===== src/activity_led.sv =====
module activity_led #(
	parameter int LED_HOLD = 4500000
) (
	input  logic clk_sys,
	input  logic reset,
	input  logic activity,
	output logic led
);

	localparam int CNT_W = $clog2(LED_HOLD + 1);

	logic [CNT_W-1:0] hold_cnt;

	// Every active cycle restarts the hold time
	always_ff @(posedge clk_sys) begin
		if (reset) begin
			hold_cnt <= '0;
		end else if (activity) begin
			hold_cnt <= CNT_W'(LED_HOLD);
		end else if (hold_cnt != '0) begin
			hold_cnt <= hold_cnt - 1'b1;
		end
	end

	assign led = (hold_cnt != '0);

endmodule


===== config.mk =====
export PLATFORM = sky130hd
export DESIGN_NAME = activity_led
export DESIGN_NICKNAME = d
export VERILOG_FILES = /design/src/activity_led.sv
export SDC_FILE = /design/constraint.sdc
export NUM_CORES = 1
export LEC_CHECK = 0
export BUFFER_PORTS_ARGS = -buffer_cell sky130_fd_sc_hd__buf_2
export CAP_MARGIN = 20
export CORE_MARGIN = 1
export CORE_UTILIZATION = 59
export CTS_CLUSTER_SIZE = 28
export DETAILED_ROUTE_END_ITERATION = 12
export HOLD_SLACK_MARGIN = 0.06
export PLACE_DENSITY = 0.87
export SLEW_MARGIN = 20
export SYNTH_ARGS = -nofsm -noshare
export SYNTH_HDL_FRONTEND = slang
export SYNTH_SLANG_ARGS = --single-unit

===== constraint.sdc =====
create_clock -name clk_sys -period 2.4 [get_ports clk_sys]
set_clock_uncertainty 0.05 [all_clocks]
set_input_delay 0.12 -clock clk_sys [delete_from_list [all_inputs] [get_ports clk_sys]]
set_output_delay 0.12 -clock clk_sys [all_outputs]
set_load 0.02 [all_outputs]

# Word-level counts from Yosys, hierarchy flattened
# Index checks and enable logic that the tools add are counted.
# Widths: inputs -> output; s select.
[op_classes] mux=2 reduce_logical=3 add_sub_neg=1
[op_table] op="$mux 23" n=2
[op_table] op="$reduce_bool 23->1" n=1
[op_table] op="$sub 23x1->23 const B" n=1
[op_table] op="$reduce_bool 2->1" n=1
[op_table] op="$reduce_or 2->1" n=1
[totals] input_bits=3 ff_bits=23 output_inout_bits=1

# Longest topological paths before layout
# Gate-level depths: netlist of the first run.
[logic_depth] ltp_word=3 ltp_mapped=8

# Worst setup path after synthesis of the first run
# Ideal clock, no wire load.
[synth_timing] kind="reg-to-reg" start="reg hold_cnt[0]" end="reg hold_cnt[15]" path_stages_with_launch=9 n_path_buf=1 setup_slack_ns=0.237 setup_time_ns=0.129 arrival_ns=1.985 cell_sequence="dfxtp_1 inv_1 ha_1 or4b_2 buf_2 nor4_1 nand2_1 nor3_1 nor4_1"
[synth_between] elab_cells_between_ends=5
[synth_lines] element="from (decl)" line="12" text="logic [CNT_W-1:0] hold_cnt;"
[synth_lines] element="from (signal assigned)" line="19" text="hold_cnt <= CNT_W'(LED_HOLD);"
[synth_lines] element="from (signal assigned)" line="21" text="hold_cnt <= hold_cnt - 1'b1;"
[synth_lines] element="$reduce_bool 23->1"
[synth_lines] element="named net led" line="7" text="output logic led"
[synth_lines] element="$reduce_bool 2->1 (no line)"
# The timed path passes the listed nets, and every way through them passes these cells. The select of a mux whose other input is x is not followed.
# A chain may end at the register's enable or synchronous reset.

# Worst setup path in the final report of the first run
[layout_timing] start="reg hold_cnt[3]" end="out led"
[layout_between] elab_chain_len=1
[layout_rtl] element="$reduce_bool 23->1" line="25" text="assign led = (hold_cnt != '0);"
[layout_rtl] element="to (decl)" line="7"
# Every way passes these cells.

==> impl_metrics.prom, run 1 <==
# TYPE chip_impl_metric gauge
chip_impl_metric{name="dpl_worst_slack",unit="ns"} 0.0875
chip_impl_metric{name="maxCapViolCount",unit=""} 0
chip_impl_metric{name="placed_cells_incl_taps",unit=""} 173
chip_impl_info{name="critical-path-slowest-cell",value="sky130_fd_sc_hd__or4_4"} 1
chip_impl_metric{name="cts.path.max_buffers",unit=""} 2
chip_impl_metric{name="ios",unit=""} 4
chip_impl_metric{name="grt.overflow.total",unit=""} 0
chip_impl_metric{name="die_w",unit="um"} 47.5
chip_impl_metric{name="yosys.cell_types.count",unit=""} 30
chip_impl_info{name="outcome",value="finished, final reports clean"} 1
chip_impl_metric{name="layout_setup_ws",unit="ns"} 0.117
chip_impl_metric{name="maximum_resistive_drop_on_vdd",unit="uV"} 406
chip_impl_metric{name="routedWlPerCell",unit="um"} 14.0
chip_impl_metric{name="number_of_buffers_inserted_by_port_buffering",unit=""} 3
chip_impl_info{name="path_class",value="register to primary output"} 1
chip_impl_metric{name="grt_antenna_before_repair",unit=""} 0
chip_impl_metric{name="routed_via_density",unit=""} 6.03
chip_impl_metric{name="synth-seq-cells",unit=""} 23
chip_impl_metric{name="fill_cells",unit=""} 180
chip_impl_metric{name="dieArea",unit="um2"} 2260
chip_impl_metric{name="setup_viol",unit=""} 0
chip_impl_metric{name="critPathArrivalTime",unit="ns"} 2.11
chip_impl_info{name="commonest_non_fill_non_tap_cell_in_the_layout",value="sky130_fd_sc_hd__dfxtp_1"} 1
chip_impl_metric{name="wirelength",unit="mm"} 2.51
chip_impl_metric{name="num_rows",unit=""} 16
chip_impl_metric{name="grt_pass1_vias",unit=""} 922
chip_impl_metric{name="hpwl_reported_at_the_end_of_detailed_placement",unit="mm"} 1.84
chip_impl_metric{name="num_vias",unit=""} 1079
chip_impl_info{name="crit_path_start_kind",value="register"} 1
chip_impl_metric{name="worst-path-buf-inv",unit=""} 1
chip_impl_metric{name="drt_first_iter_violations",unit=""} 27
chip_impl_metric{name="start_util",unit="%"} 62.4
chip_impl_metric{name="synth_cells",unit=""} 148
chip_impl_metric{name="diodes",unit=""} 0
chip_impl_metric{name="synth_seq_area_share",unit="%"} 37.6
chip_impl_metric{name="die_height",unit="um"} 47.5
chip_impl_metric{name="finish.instance_area",unit="um2"} 1300
chip_impl_info{name="hold_path_class",value="input pin to register"} 1
chip_impl_metric{name="yosys_warnings",unit=""} 0
chip_impl_metric{name="critPathRequiredTime",unit="ns"} 2.23
chip_impl_metric{name="grt_use_total",unit="%"} 24.8
chip_impl_metric{name="worst-path-max-fanout",unit=""} 8
chip_impl_metric{name="worst_hold_slack_across_all_endpoints",unit="ns"} 0.147
chip_impl_metric{name="flip_flop_count_of_the_largest_register_all_copies_and_words_added",unit=""} 23
chip_impl_info{name="most_flops_register",value="hold_cnt"} 1
chip_impl_metric{name="timing_max_transition_violations_final",unit=""} 0
chip_impl_metric{name="drive_gt1_share",unit="%"} 11.2
chip_impl_metric{name="post-route-drc-count",unit=""} 0
chip_impl_metric{name="crit_path_max_incr_delay",unit="ns"} 0.59
chip_impl_metric{name="routabilityCongestion",unit=""} 0.879
chip_impl_metric{name="final_util",unit="%"} 66.4
chip_impl_info{name="worstPathCellList",value="or4_4, nor4_4, nand2_1, buf_2"} 1
chip_impl_info{name="setup_repair_after_global_routing_missed_its_margin",value="no"} 1
chip_impl_metric{name="period_share",unit="%"} 95.1
chip_impl_metric{name="final-hold-violation-count",unit=""} 0
chip_impl_metric{name="timing_worst_slew_pin_value",unit="ns"} 0.495
chip_impl_metric{name="post-layout-total-power",unit="uW"} 891
chip_impl_info{name="critical_path_sink_type",value="primary output"} 1
chip_impl_metric{name="finalNonFillerCells",unit=""} 179
chip_impl_metric{name="clock_sinks",unit=""} 23
chip_impl_metric{name="grt_max_degree",unit=""} 17
chip_impl_metric{name="synthesis.area_per_instance",unit="um2"} 8.27
chip_impl_metric{name="num-nets-final",unit=""} 158
chip_impl_info{name="layout_common_cells",value="sky130_fd_sc_hd__dfxtp_1, sky130_fd_sc_hd__nor2_1, sky130_fd_sc_hd__nor4_1"} 1
chip_impl_metric{name="post_route_minimum_period",unit="ns"} 2.28
chip_impl_metric{name="insertion_delay_of_the_later_clocked_pin_in_the_worst_skew_pair",unit="ns"} 0.31
chip_impl_info{name="layout_top_registers",value="hold_cnt x23"} 1
chip_impl_metric{name="static-leakage-power",unit="nW"} 0.455
chip_impl_metric{name="numCtsBuffers",unit=""} 3
chip_impl_metric{name="core",unit="um2"} 1960
chip_impl_metric{name="final_antenna_net_count",unit=""} 0
chip_impl_info{name="clock_tree_from_tritoncts",value="yes"} 1
chip_impl_metric{name="areaGrowthSynthToFinish",unit="%"} 6.44
chip_impl_info{name="root_buffer",value="sky130_fd_sc_hd__clkbuf_4"} 1
chip_impl_metric{name="synth.cell_area",unit="um2"} 1220
chip_impl_info{name="critPathTopFamily",value="simple AND/OR/NAND/NOR gates"} 1
chip_impl_metric{name="fmaxAchievable",unit="MHz"} 438
chip_impl_metric{name="relSlewSlack",unit="%"} 66.2
chip_impl_metric{name="clock_tree.htree_level_count",unit=""} 1
chip_impl_metric{name="syn-num-nets",unit=""} 153
chip_impl_metric{name="drt_pre_antenna_iters",unit=""} 4
chip_impl_metric{name="dpl-instance-area",unit="um2"} 1250
chip_impl_metric{name="grt_first_pass_wirelength",unit="mm"} 3.95
chip_impl_metric{name="cellPowerDensity",unit="nW/um2"} 684
chip_impl_metric{name="fin_setup_tns",unit="ns"} 0
chip_impl_metric{name="clk_pin_slew_worst_paths",unit="ns"} 0.11
## worst paths after layout
kind	startpoint	endpoint	slack (ns)	depth (start not counted)
setup / recovery	hold_cnt[3]	led	0.12	4
hold / removal	activity	hold_cnt[22]	0.15	3
setup reg to reg	hold_cnt[0]	hold_cnt[8]	0.24	7
hold reg to reg	hold_cnt[22]	hold_cnt[22]	0.46	2
## worst min-delay path, stage by stage
cell	delay (ns)
sky130_fd_sc_hd__buf_2	0.14
sky130_fd_sc_hd__a31oi_1	0.05
sky130_fd_sc_hd__a21oi_1	0.15
## per-layer routing
layer	wire, um	GRT usage (%)	up-vias
met2	1210	41.9	26
met3	103	3.40	7
met1	1150	33.4	502
met4	47	6.11	0
met5	0	0	-
li1	-	-	544
## cell usage after synthesis (all sizes together)
| cell type | n | area, um2 |
|---|---|---|
| a2111oi | 1 | 8.76 |
| nor4 | 18 | 143 |
| inv | 5 | 18.8 |
| or4 | 4 | 38.8 |
| or3 | 3 | 18.8 |
| a21boi | 1 | 7.51 |
| nor3b | 3 | 22.5 |
| ha | 2 | 25.0 |
| o31ai | 2 | 15.0 |
| nor3 | 6 | 35.0 |
| or4b | 1 | 10.0 |
| nand3 | 6 | 30.0 |
| a31oi | 1 | 6.26 |
| nand4 | 1 | 6.26 |
| o21ai | 3 | 15.0 |
| a21oi | 13 | 65.1 |
| xnor2 | 15 | 131 |
| nand2 | 9 | 33.8 |
| dfxtp | 23 | 460 |
| or2 | 2 | 12.5 |
| buf | 1 | 5.00 |
| a211oi | 1 | 7.51 |
| clkbuf | 5 | 20.0 |
| nor2 | 21 | 78.8 |
| a211o | 1 | 8.76 |
## logic make-up after synthesis
group | synth area share [%]
compound gates | 10.9
xor+xnor | 10.7
fa+ha+maj | 2.04
buf+inv | 3.58
flops | 37.6
simple gates | 35.1
## timing repair
action / CTS / global route
endpoints found under the hold margin: 7 / 0
setup endpoints to repair: 1 / 13
gates resized for setup: 0 / 1
hold buffers: 1 / 0
buffers inserted: 1 / 0
pin swaps: 0 / 1
## power breakdown
group          total, mW  internal (mW)  switching (mW)
clock              0.178         0.0650           0.113
combinational      0.266          0.117           0.149
sequential         0.447          0.410          0.0369
## area by class of cell
| cell class | instances | area, um2 | area share (%) |
|---|---|---|---|
| multi-input combinational | 114 | 723 | 55.5 |
| tap | 27 | 33.8 | 2.59 |
| inverter | 5 | 18.8 | 1.44 |
| clock buffer | 4 | 26.3 | 2.02 |
| timing repair buffer | 6 | 40.0 | 3.07 |
| sequential | 23 | 460 | 35.4 |
Power figures use the tool's default switching activity.
==> inputs of run 2 (changes only) <==
--- a/config.mk
+++ b/config.mk
@@ -7,8 +7,10 @@
 export LEC_CHECK = 0
 export BUFFER_PORTS_ARGS = -buffer_cell sky130_fd_sc_hd__buf_2
 export CAP_MARGIN = 20
+export CELL_PAD_IN_SITES_DETAIL_PLACEMENT = 0
+export CELL_PAD_IN_SITES_GLOBAL_PLACEMENT = 1
 export CORE_MARGIN = 1
-export CORE_UTILIZATION = 59
+export CORE_UTILIZATION = 45
 export CTS_CLUSTER_SIZE = 28
 export DETAILED_ROUTE_END_ITERATION = 12
 export HOLD_SLACK_MARGIN = 0.06
==> run 2 against run 1 <==
Compared with the run above:
- critical path depth rose by 2
- routed wire length is 4.9% higher
- first-iteration DRC count down 44%
- count of clock-buffer cells in the layout is the same
- sequential share of layout area decreased by 0.50 points
- hold slack got worse by 0.0078 ns
- maximum frequency is 1.5% higher
- core utilization decreased by 14 points
- setup slack better by 0.033 ns
- cell area is 1.4% higher
- critical path type unchanged
- critical endpoint unchanged
- largest cell class unchanged
- highest routed layer unchanged
==> impl_metrics.prom, run 2 (synthesized netlist as in run 1, its figures left out) <==
# TYPE chip_impl_metric gauge
chip_impl_info{name="outcome",value="finished, final reports clean"} 1
chip_impl_metric{name="timing_max_transition_violations_final",unit=""} 0
chip_impl_metric{name="start_util",unit="%"} 48.5
chip_impl_info{name="setup_repair_after_global_routing_missed_its_margin",value="no"} 1
chip_impl_metric{name="routedLengthMet1",unit="mm"} 1.36
chip_impl_metric{name="seqPwrFrac",unit="%"} 49.7
chip_impl_info{name="clock_tree_from_tritoncts",value="yes"} 1
chip_impl_metric{name="timing_worst_slew_pin_value",unit="ns"} 0.514
chip_impl_metric{name="clock_tree.htree_level_count",unit=""} 1
chip_impl_metric{name="routedWlPerCell",unit="um"} 14.3
chip_impl_metric{name="final-hold-violation-count",unit=""} 0
chip_impl_metric{name="dieArea",unit="um2"} 2930
chip_impl_info{name="crit_path_start_kind",value="register"} 1
chip_impl_metric{name="grt_first_pass_wirelength",unit="mm"} 4.43
chip_impl_metric{name="final_antenna_net_count",unit=""} 0
chip_impl_metric{name="met3_wirelength",unit="um"} 75
chip_impl_metric{name="post-route-drc-count",unit=""} 0
chip_impl_metric{name="die_w",unit="um"} 54.1
chip_impl_metric{name="wl_met2",unit="mm"} 1.15
chip_impl_metric{name="core",unit="um2"} 2520
chip_impl_info{name="hold_path_class",value="input pin to register"} 1
chip_impl_metric{name="num_rows",unit=""} 18
chip_impl_metric{name="period_share",unit="%"} 93.7
chip_impl_metric{name="worst-path-max-fanout",unit=""} 5
chip_impl_metric{name="critPathArrivalTime",unit="ns"} 2.08
chip_impl_metric{name="drt_pre_antenna_iters",unit=""} 4
chip_impl_info{name="layout_common_cells",value="sky130_fd_sc_hd__dfxtp_1, sky130_fd_sc_hd__nor2_1, sky130_fd_sc_hd__nor4_1"} 1
chip_impl_info{name="most_flops_register",value="hold_cnt"} 1
chip_impl_metric{name="critPathRequiredTime",unit="ns"} 2.23
chip_impl_metric{name="netSwitchingPower",unit="uW"} 303
chip_impl_metric{name="post_route_minimum_period",unit="ns"} 2.25
chip_impl_metric{name="cellPowerDensity",unit="nW/um2"} 682
chip_impl_metric{name="drive_gt1_share",unit="%"} 12.3
chip_impl_metric{name="maxCapViolCount",unit=""} 0
chip_impl_metric{name="p_comb_share",unit="%"} 30.6
chip_impl_metric{name="relSlewSlack",unit="%"} 64.9
chip_impl_info{name="path_class",value="register to primary output"} 1
chip_impl_metric{name="num_vias",unit=""} 1096
chip_impl_metric{name="drt_first_iter_violations",unit=""} 15
chip_impl_metric{name="num-nets-final",unit=""} 160
chip_impl_info{name="root_buffer",value="sky130_fd_sc_hd__clkbuf_4"} 1
chip_impl_metric{name="numCtsBuffers",unit=""} 3
chip_impl_metric{name="routabilityCongestion",unit=""} 0.916
chip_impl_metric{name="fmaxAchievable",unit="MHz"} 445
chip_impl_info{name="top_layer",value="met4"} 1
chip_impl_metric{name="clk_pin_slew_worst_paths",unit="ns"} 0.12
chip_impl_metric{name="maximum_resistive_drop_on_vdd",unit="uV"} 384
chip_impl_metric{name="diodes",unit=""} 0
chip_impl_metric{name="setup_viol",unit=""} 0
chip_impl_metric{name="grt_max_degree",unit=""} 17
chip_impl_info{name="critical_path_sink_type",value="primary output"} 1
chip_impl_metric{name="static-leakage-power",unit="nW"} 0.467
chip_impl_metric{name="wirelength",unit="mm"} 2.63
chip_impl_metric{name="post-layout-total-power",unit="uW"} 901
chip_impl_metric{name="grt_pass1_vias",unit=""} 967
chip_impl_metric{name="clk_network_pwr_share",unit="%"} 19.7
chip_impl_metric{name="p_sw_share",unit="%"} 33.6
chip_impl_metric{name="grt_use_total",unit="%"} 21.2
chip_impl_metric{name="ios",unit=""} 4
chip_impl_info{name="layout_top_registers",value="hold_cnt x23"} 1
chip_impl_info{name="commonest_non_fill_non_tap_cell_in_the_layout",value="sky130_fd_sc_hd__dfxtp_1"} 1
chip_impl_metric{name="routed_via_density",unit=""} 5.96
chip_impl_metric{name="grt.overflow.total",unit=""} 0
chip_impl_metric{name="areaGrowthSynthToFinish",unit="%"} 7.98
chip_impl_metric{name="grt_antenna_before_repair",unit=""} 0
chip_impl_metric{name="insertion_delay_of_the_later_clocked_pin_in_the_worst_skew_pair",unit="ns"} 0.31
chip_impl_metric{name="fin_setup_tns",unit="ns"} 0
chip_impl_metric{name="hpwl_reported_at_the_end_of_detailed_placement",unit="mm"} 1.88
chip_impl_metric{name="number_of_buffers_inserted_by_port_buffering",unit=""} 3
chip_impl_metric{name="die_height",unit="um"} 54.1
chip_impl_metric{name="clock_sinks",unit=""} 23
chip_impl_metric{name="cts.path.max_buffers",unit=""} 2
chip_impl_metric{name="flip_flop_count_of_the_largest_register_all_copies_and_words_added",unit=""} 23
chip_impl_metric{name="internal_power_contribution",unit="uW"} 598
run 2: power by group through the flow:
stage	registers, mW	clock network [mW]	logic, mW
after floorplan	0.444	0	0.219
after global placement	0.454	0	0.260
after detailed placement	0.455	0	0.262
after CTS	0.447	0.184	0.267
after global routing	0.454	0.199	0.309
final	0.448	0.177	0.276
run 2: cell type report:
type                            instances  area (um2)
Clock buffer                            4        26.3
Fill cell                             254        1200
Inverter                                5        18.8
Multi-Input combinational cell        114         723
Sequential cell                        23         460
Tap cell                               30        37.5
Timing Repair Buffer                    8        55.1
run 2: metrics by stage:
step / hold slack [ns] / setup slack (ns) / utilization, % / std cells / instance area (um2)
finish: 0.139 / 0.151 / 52.4 / 184 / 1320
global route: 0.145 / 0.00531 / 52.4 / 184 / 1320
CTS: 0.128 / 0.0199 / 51.8 / 182 / 1310
detailed placement: 0.362 / 0.160 / 50.2 / 177 / 1270
global placement: 0.360 / 0.227 / 50.2 / 177 / 1270
floorplan: 0.239 / 0.237 / - / 148 / 1220
run 2: what timing repair did:
action | in CTS | in global routing
buffers inserted | 0 | 2
hold buffers | 1 | 0
endpoints found under the setup margin | 1 | 1
resized for setup | 1 | 0
hold endpoints to repair | 7 | 0
pin swaps | 1 | 1
run 2: worst paths after layout:
check	start	to	slack [ns]	cells after the start
min	activity	hold_cnt[22]	0.14	3
min reg2reg	hold_cnt[8]	hold_cnt[8]	0.46	2
max reg2reg	hold_cnt[0]	hold_cnt[8]	0.24	7
max	hold_cnt[0]	led	0.15	6
run 2: layer usage:
layer | up-vias | track usage [%]
met5 | - | 0
met4 | 0 | 10.7
met3 | 5 | 2.82
met2 | 15 | 30.9
met1 | 528 | 30.0
li1 | 548 | -
run 2: worst max-delay path: stages, from the launching register on:
cell and delay, ns:
sky130_fd_sc_hd__dfxtp_1 0.36, sky130_fd_sc_hd__inv_1 0.09, sky130_fd_sc_hd__ha_1 0.17, sky130_fd_sc_hd__or4b_4 0.52, sky130_fd_sc_hd__nor4_1 0.24, sky130_fd_sc_hd__nand2_1 0.18, sky130_fd_sc_hd__buf_2 0.21
==> inputs of run 3 (changes only) <==
--- a/config.mk
+++ b/config.mk
@@ -9,6 +9,7 @@
 export CAP_MARGIN = 20
 export CELL_PAD_IN_SITES_DETAIL_PLACEMENT = 0
 export CELL_PAD_IN_SITES_GLOBAL_PLACEMENT = 1
+export CORE_ASPECT_RATIO = 1.1
 export CORE_MARGIN = 1
 export CORE_UTILIZATION = 45
 export CTS_CLUSTER_SIZE = 28
==> run 3 against run 2 <==
Compared with the run above:
- core utilization rose by 0.20 points
- register-to-register slack lost 0.02 ns
- hold slack worse by 0.014 ns
- global-route usage shrank 0.65 points
- die area is essentially flat
- sequential power is essentially flat
- via count shrank 1.0%
- critical path depth did not move
- final cell count grew 1.6%
- non-clock buffer count up 2
- combinational power is essentially flat
- power is 0.67% higher
- critical path type unchanged
- critical endpoint unchanged
- largest cell class unchanged
==> impl_metrics.prom, run 3 (synthesized netlist as in run 1, its figures left out) <==
# TYPE chip_impl_metric gauge
chip_impl_metric{name="areaGrowthSynthToFinish",unit="%"} 9.30
chip_impl_metric{name="cts.path.max_buffers",unit=""} 2
chip_impl_metric{name="grt_use_total",unit="%"} 20.5
chip_impl_info{name="layout_top_registers",value="hold_cnt x23"} 1
chip_impl_metric{name="drive_gt1_share",unit="%"} 13.5
chip_impl_metric{name="grt.overflow.total",unit=""} 0
chip_impl_metric{name="relSlewSlack",unit="%"} 63.0
chip_impl_metric{name="final_antenna_net_count",unit=""} 0
chip_impl_metric{name="routed_via_density",unit=""} 5.80
chip_impl_metric{name="die_height",unit="um"} 56.7
chip_impl_info{name="critical_path_sink_type",value="primary output"} 1
chip_impl_metric{name="hpwl_reported_at_the_end_of_detailed_placement",unit="mm"} 1.98
chip_impl_metric{name="post_route_minimum_period",unit="ns"} 2.32
chip_impl_metric{name="insertion_delay_of_the_later_clocked_pin_in_the_worst_skew_pair",unit="ns"} 0.31
chip_impl_metric{name="grt_max_degree",unit=""} 17
chip_impl_metric{name="start_util",unit="%"} 48.1
chip_impl_metric{name="post-route-drc-count",unit=""} 0
chip_impl_metric{name="fmaxAchievable",unit="MHz"} 431
chip_impl_metric{name="clock_tree.htree_level_count",unit=""} 1
chip_impl_info{name="crit_path_start_kind",value="register"} 1
chip_impl_metric{name="num-nets-final",unit=""} 162
chip_impl_metric{name="critPathRequiredTime",unit="ns"} 2.23
chip_impl_info{name="layout_common_cells",value="sky130_fd_sc_hd__dfxtp_1, sky130_fd_sc_hd__nor2_1, sky130_fd_sc_hd__nor4_1"} 1
chip_impl_metric{name="dieArea",unit="um2"} 2930
chip_impl_metric{name="numCtsBuffers",unit=""} 3
chip_impl_metric{name="cellPowerDensity",unit="nW/um2"} 678
chip_impl_metric{name="flip_flop_count_of_the_largest_register_all_copies_and_words_added",unit=""} 23
chip_impl_metric{name="grt_antenna_before_repair",unit=""} 0
chip_impl_metric{name="routedWlPerCell",unit="um"} 14.3
chip_impl_metric{name="period_share",unit="%"} 96.8
chip_impl_metric{name="static-leakage-power",unit="nW"} 0.475
chip_impl_info{name="path_class",value="register to primary output"} 1
chip_impl_metric{name="post-layout-total-power",unit="uW"} 907
chip_impl_info{name="outcome",value="finished, final reports clean"} 1
chip_impl_metric{name="drt_pre_antenna_iters",unit=""} 4
chip_impl_metric{name="routabilityCongestion",unit=""} 0.796
chip_impl_metric{name="core",unit="um2"} 2540
chip_impl_metric{name="diodes",unit=""} 0
chip_impl_metric{name="drt_first_iter_violations",unit=""} 9
chip_impl_metric{name="grt_pass1_vias",unit=""} 1049
chip_impl_metric{name="die_w",unit="um"} 51.7
chip_impl_metric{name="wirelength",unit="mm"} 2.67
chip_impl_info{name="most_flops_register",value="hold_cnt"} 1
chip_impl_metric{name="timing_max_transition_violations_final",unit=""} 0
chip_impl_metric{name="final-hold-violation-count",unit=""} 0
chip_impl_metric{name="maxCapViolCount",unit=""} 0
chip_impl_metric{name="critPathArrivalTime",unit="ns"} 2.15
chip_impl_metric{name="num_vias",unit=""} 1085
chip_impl_info{name="root_buffer",value="sky130_fd_sc_hd__clkbuf_4"} 1
chip_impl_metric{name="ios",unit=""} 4
chip_impl_metric{name="final_util",unit="%"} 52.6
chip_impl_metric{name="dpl_worst_slack",unit="ns"} 0.154
chip_impl_metric{name="clock_sinks",unit=""} 23
chip_impl_info{name="clock_tree_from_tritoncts",value="yes"} 1
chip_impl_metric{name="maximum_resistive_drop_on_vdd",unit="uV"} 426
chip_impl_metric{name="worst-path-max-fanout",unit=""} 5
chip_impl_info{name="hold_path_class",value="input pin to register"} 1
chip_impl_info{name="commonest_non_fill_non_tap_cell_in_the_layout",value="sky130_fd_sc_hd__dfxtp_1"} 1
chip_impl_metric{name="clk_pin_slew_worst_paths",unit="ns"} 0.13
chip_impl_metric{name="grt_first_pass_wirelength",unit="mm"} 4.54
chip_impl_metric{name="timing_worst_slew_pin_value",unit="ns"} 0.549
chip_impl_metric{name="setup_viol",unit=""} 0
chip_impl_metric{name="num_rows",unit=""} 19
chip_impl_metric{name="number_of_buffers_inserted_by_port_buffering",unit=""} 3
chip_impl_metric{name="layout_setup_ws",unit="ns"} 0.0777
[run 3: cell type report]
class / count / area, um2
inverters: 5 / 18.8
clock buffers: 4 / 26.3
well taps: 31 / 38.8
repair buffers: 10 / 70.1
multi-input cells: 114 / 723
flip-flops and latches: 23 / 460
fillers: 255 / 1210
[run 3: report_power, final]
group          total (mW)  internal, mW  switching [mW]  leakage [nW]
Combinational       0.279         0.125           0.154         0.271
Sequential          0.447         0.410          0.0369         0.189
Clock               0.181        0.0649           0.116        0.0150
[run 3: path summary, 6_finish.rpt]
kind / to / from / slack [ns] / depth (start not counted)
worst max-delay path: led / hold_cnt[0] / 0.08 / 6
worst min register to register: hold_cnt[8] / hold_cnt[8] / 0.46 / 2
worst max register to register: hold_cnt[8] / hold_cnt[0] / 0.22 / 7
worst min-delay path: hold_cnt[22] / activity / 0.13 / 3
[run 3: critical path: stages (launching register included)]
cell,delay (ns)
sky130_fd_sc_hd__dfxtp_1,0.37
sky130_fd_sc_hd__inv_1,0.09
sky130_fd_sc_hd__ha_1,0.16
sky130_fd_sc_hd__or4b_4,0.52
sky130_fd_sc_hd__nor4_1,0.29
sky130_fd_sc_hd__nand2_1,0.20
sky130_fd_sc_hd__buf_2,0.21
[run 3: layer usage]
| layer | GRT usage, % | share of wire [%] |
|---|---|---|
| met5 | 0 | 0 |
| met1 | 25.1 | 47 |
| met4 | 6.18 | 1.0 |
| met3 | 2.44 | 1.5 |
| met2 | 36.5 | 50 |
[run 3: repair_timing]
action / CTS / global route
cloned: 0 / 0
hold buffers: 1 / 0
endpoints found under the setup margin: 1 / 1
endpoints found under the hold margin: 7 / 0
pin swaps: 1 / 1
resized for setup: 1 / 0
buffers inserted: 1 / 2
[run 3: metrics by stage]
step           hold WS, ns  TNS [ns]  std cells  area [um2]
5_1_grt              0.137  -0.00395        187        1340
3_3_place_gp         0.357         0        179        1270
4_1_cts              0.118         0        185        1320
2_1_floorplan        0.239         0        148        1220
3_5_place_dp         0.362         0        179        1270
6_report             0.125         0        187        1340
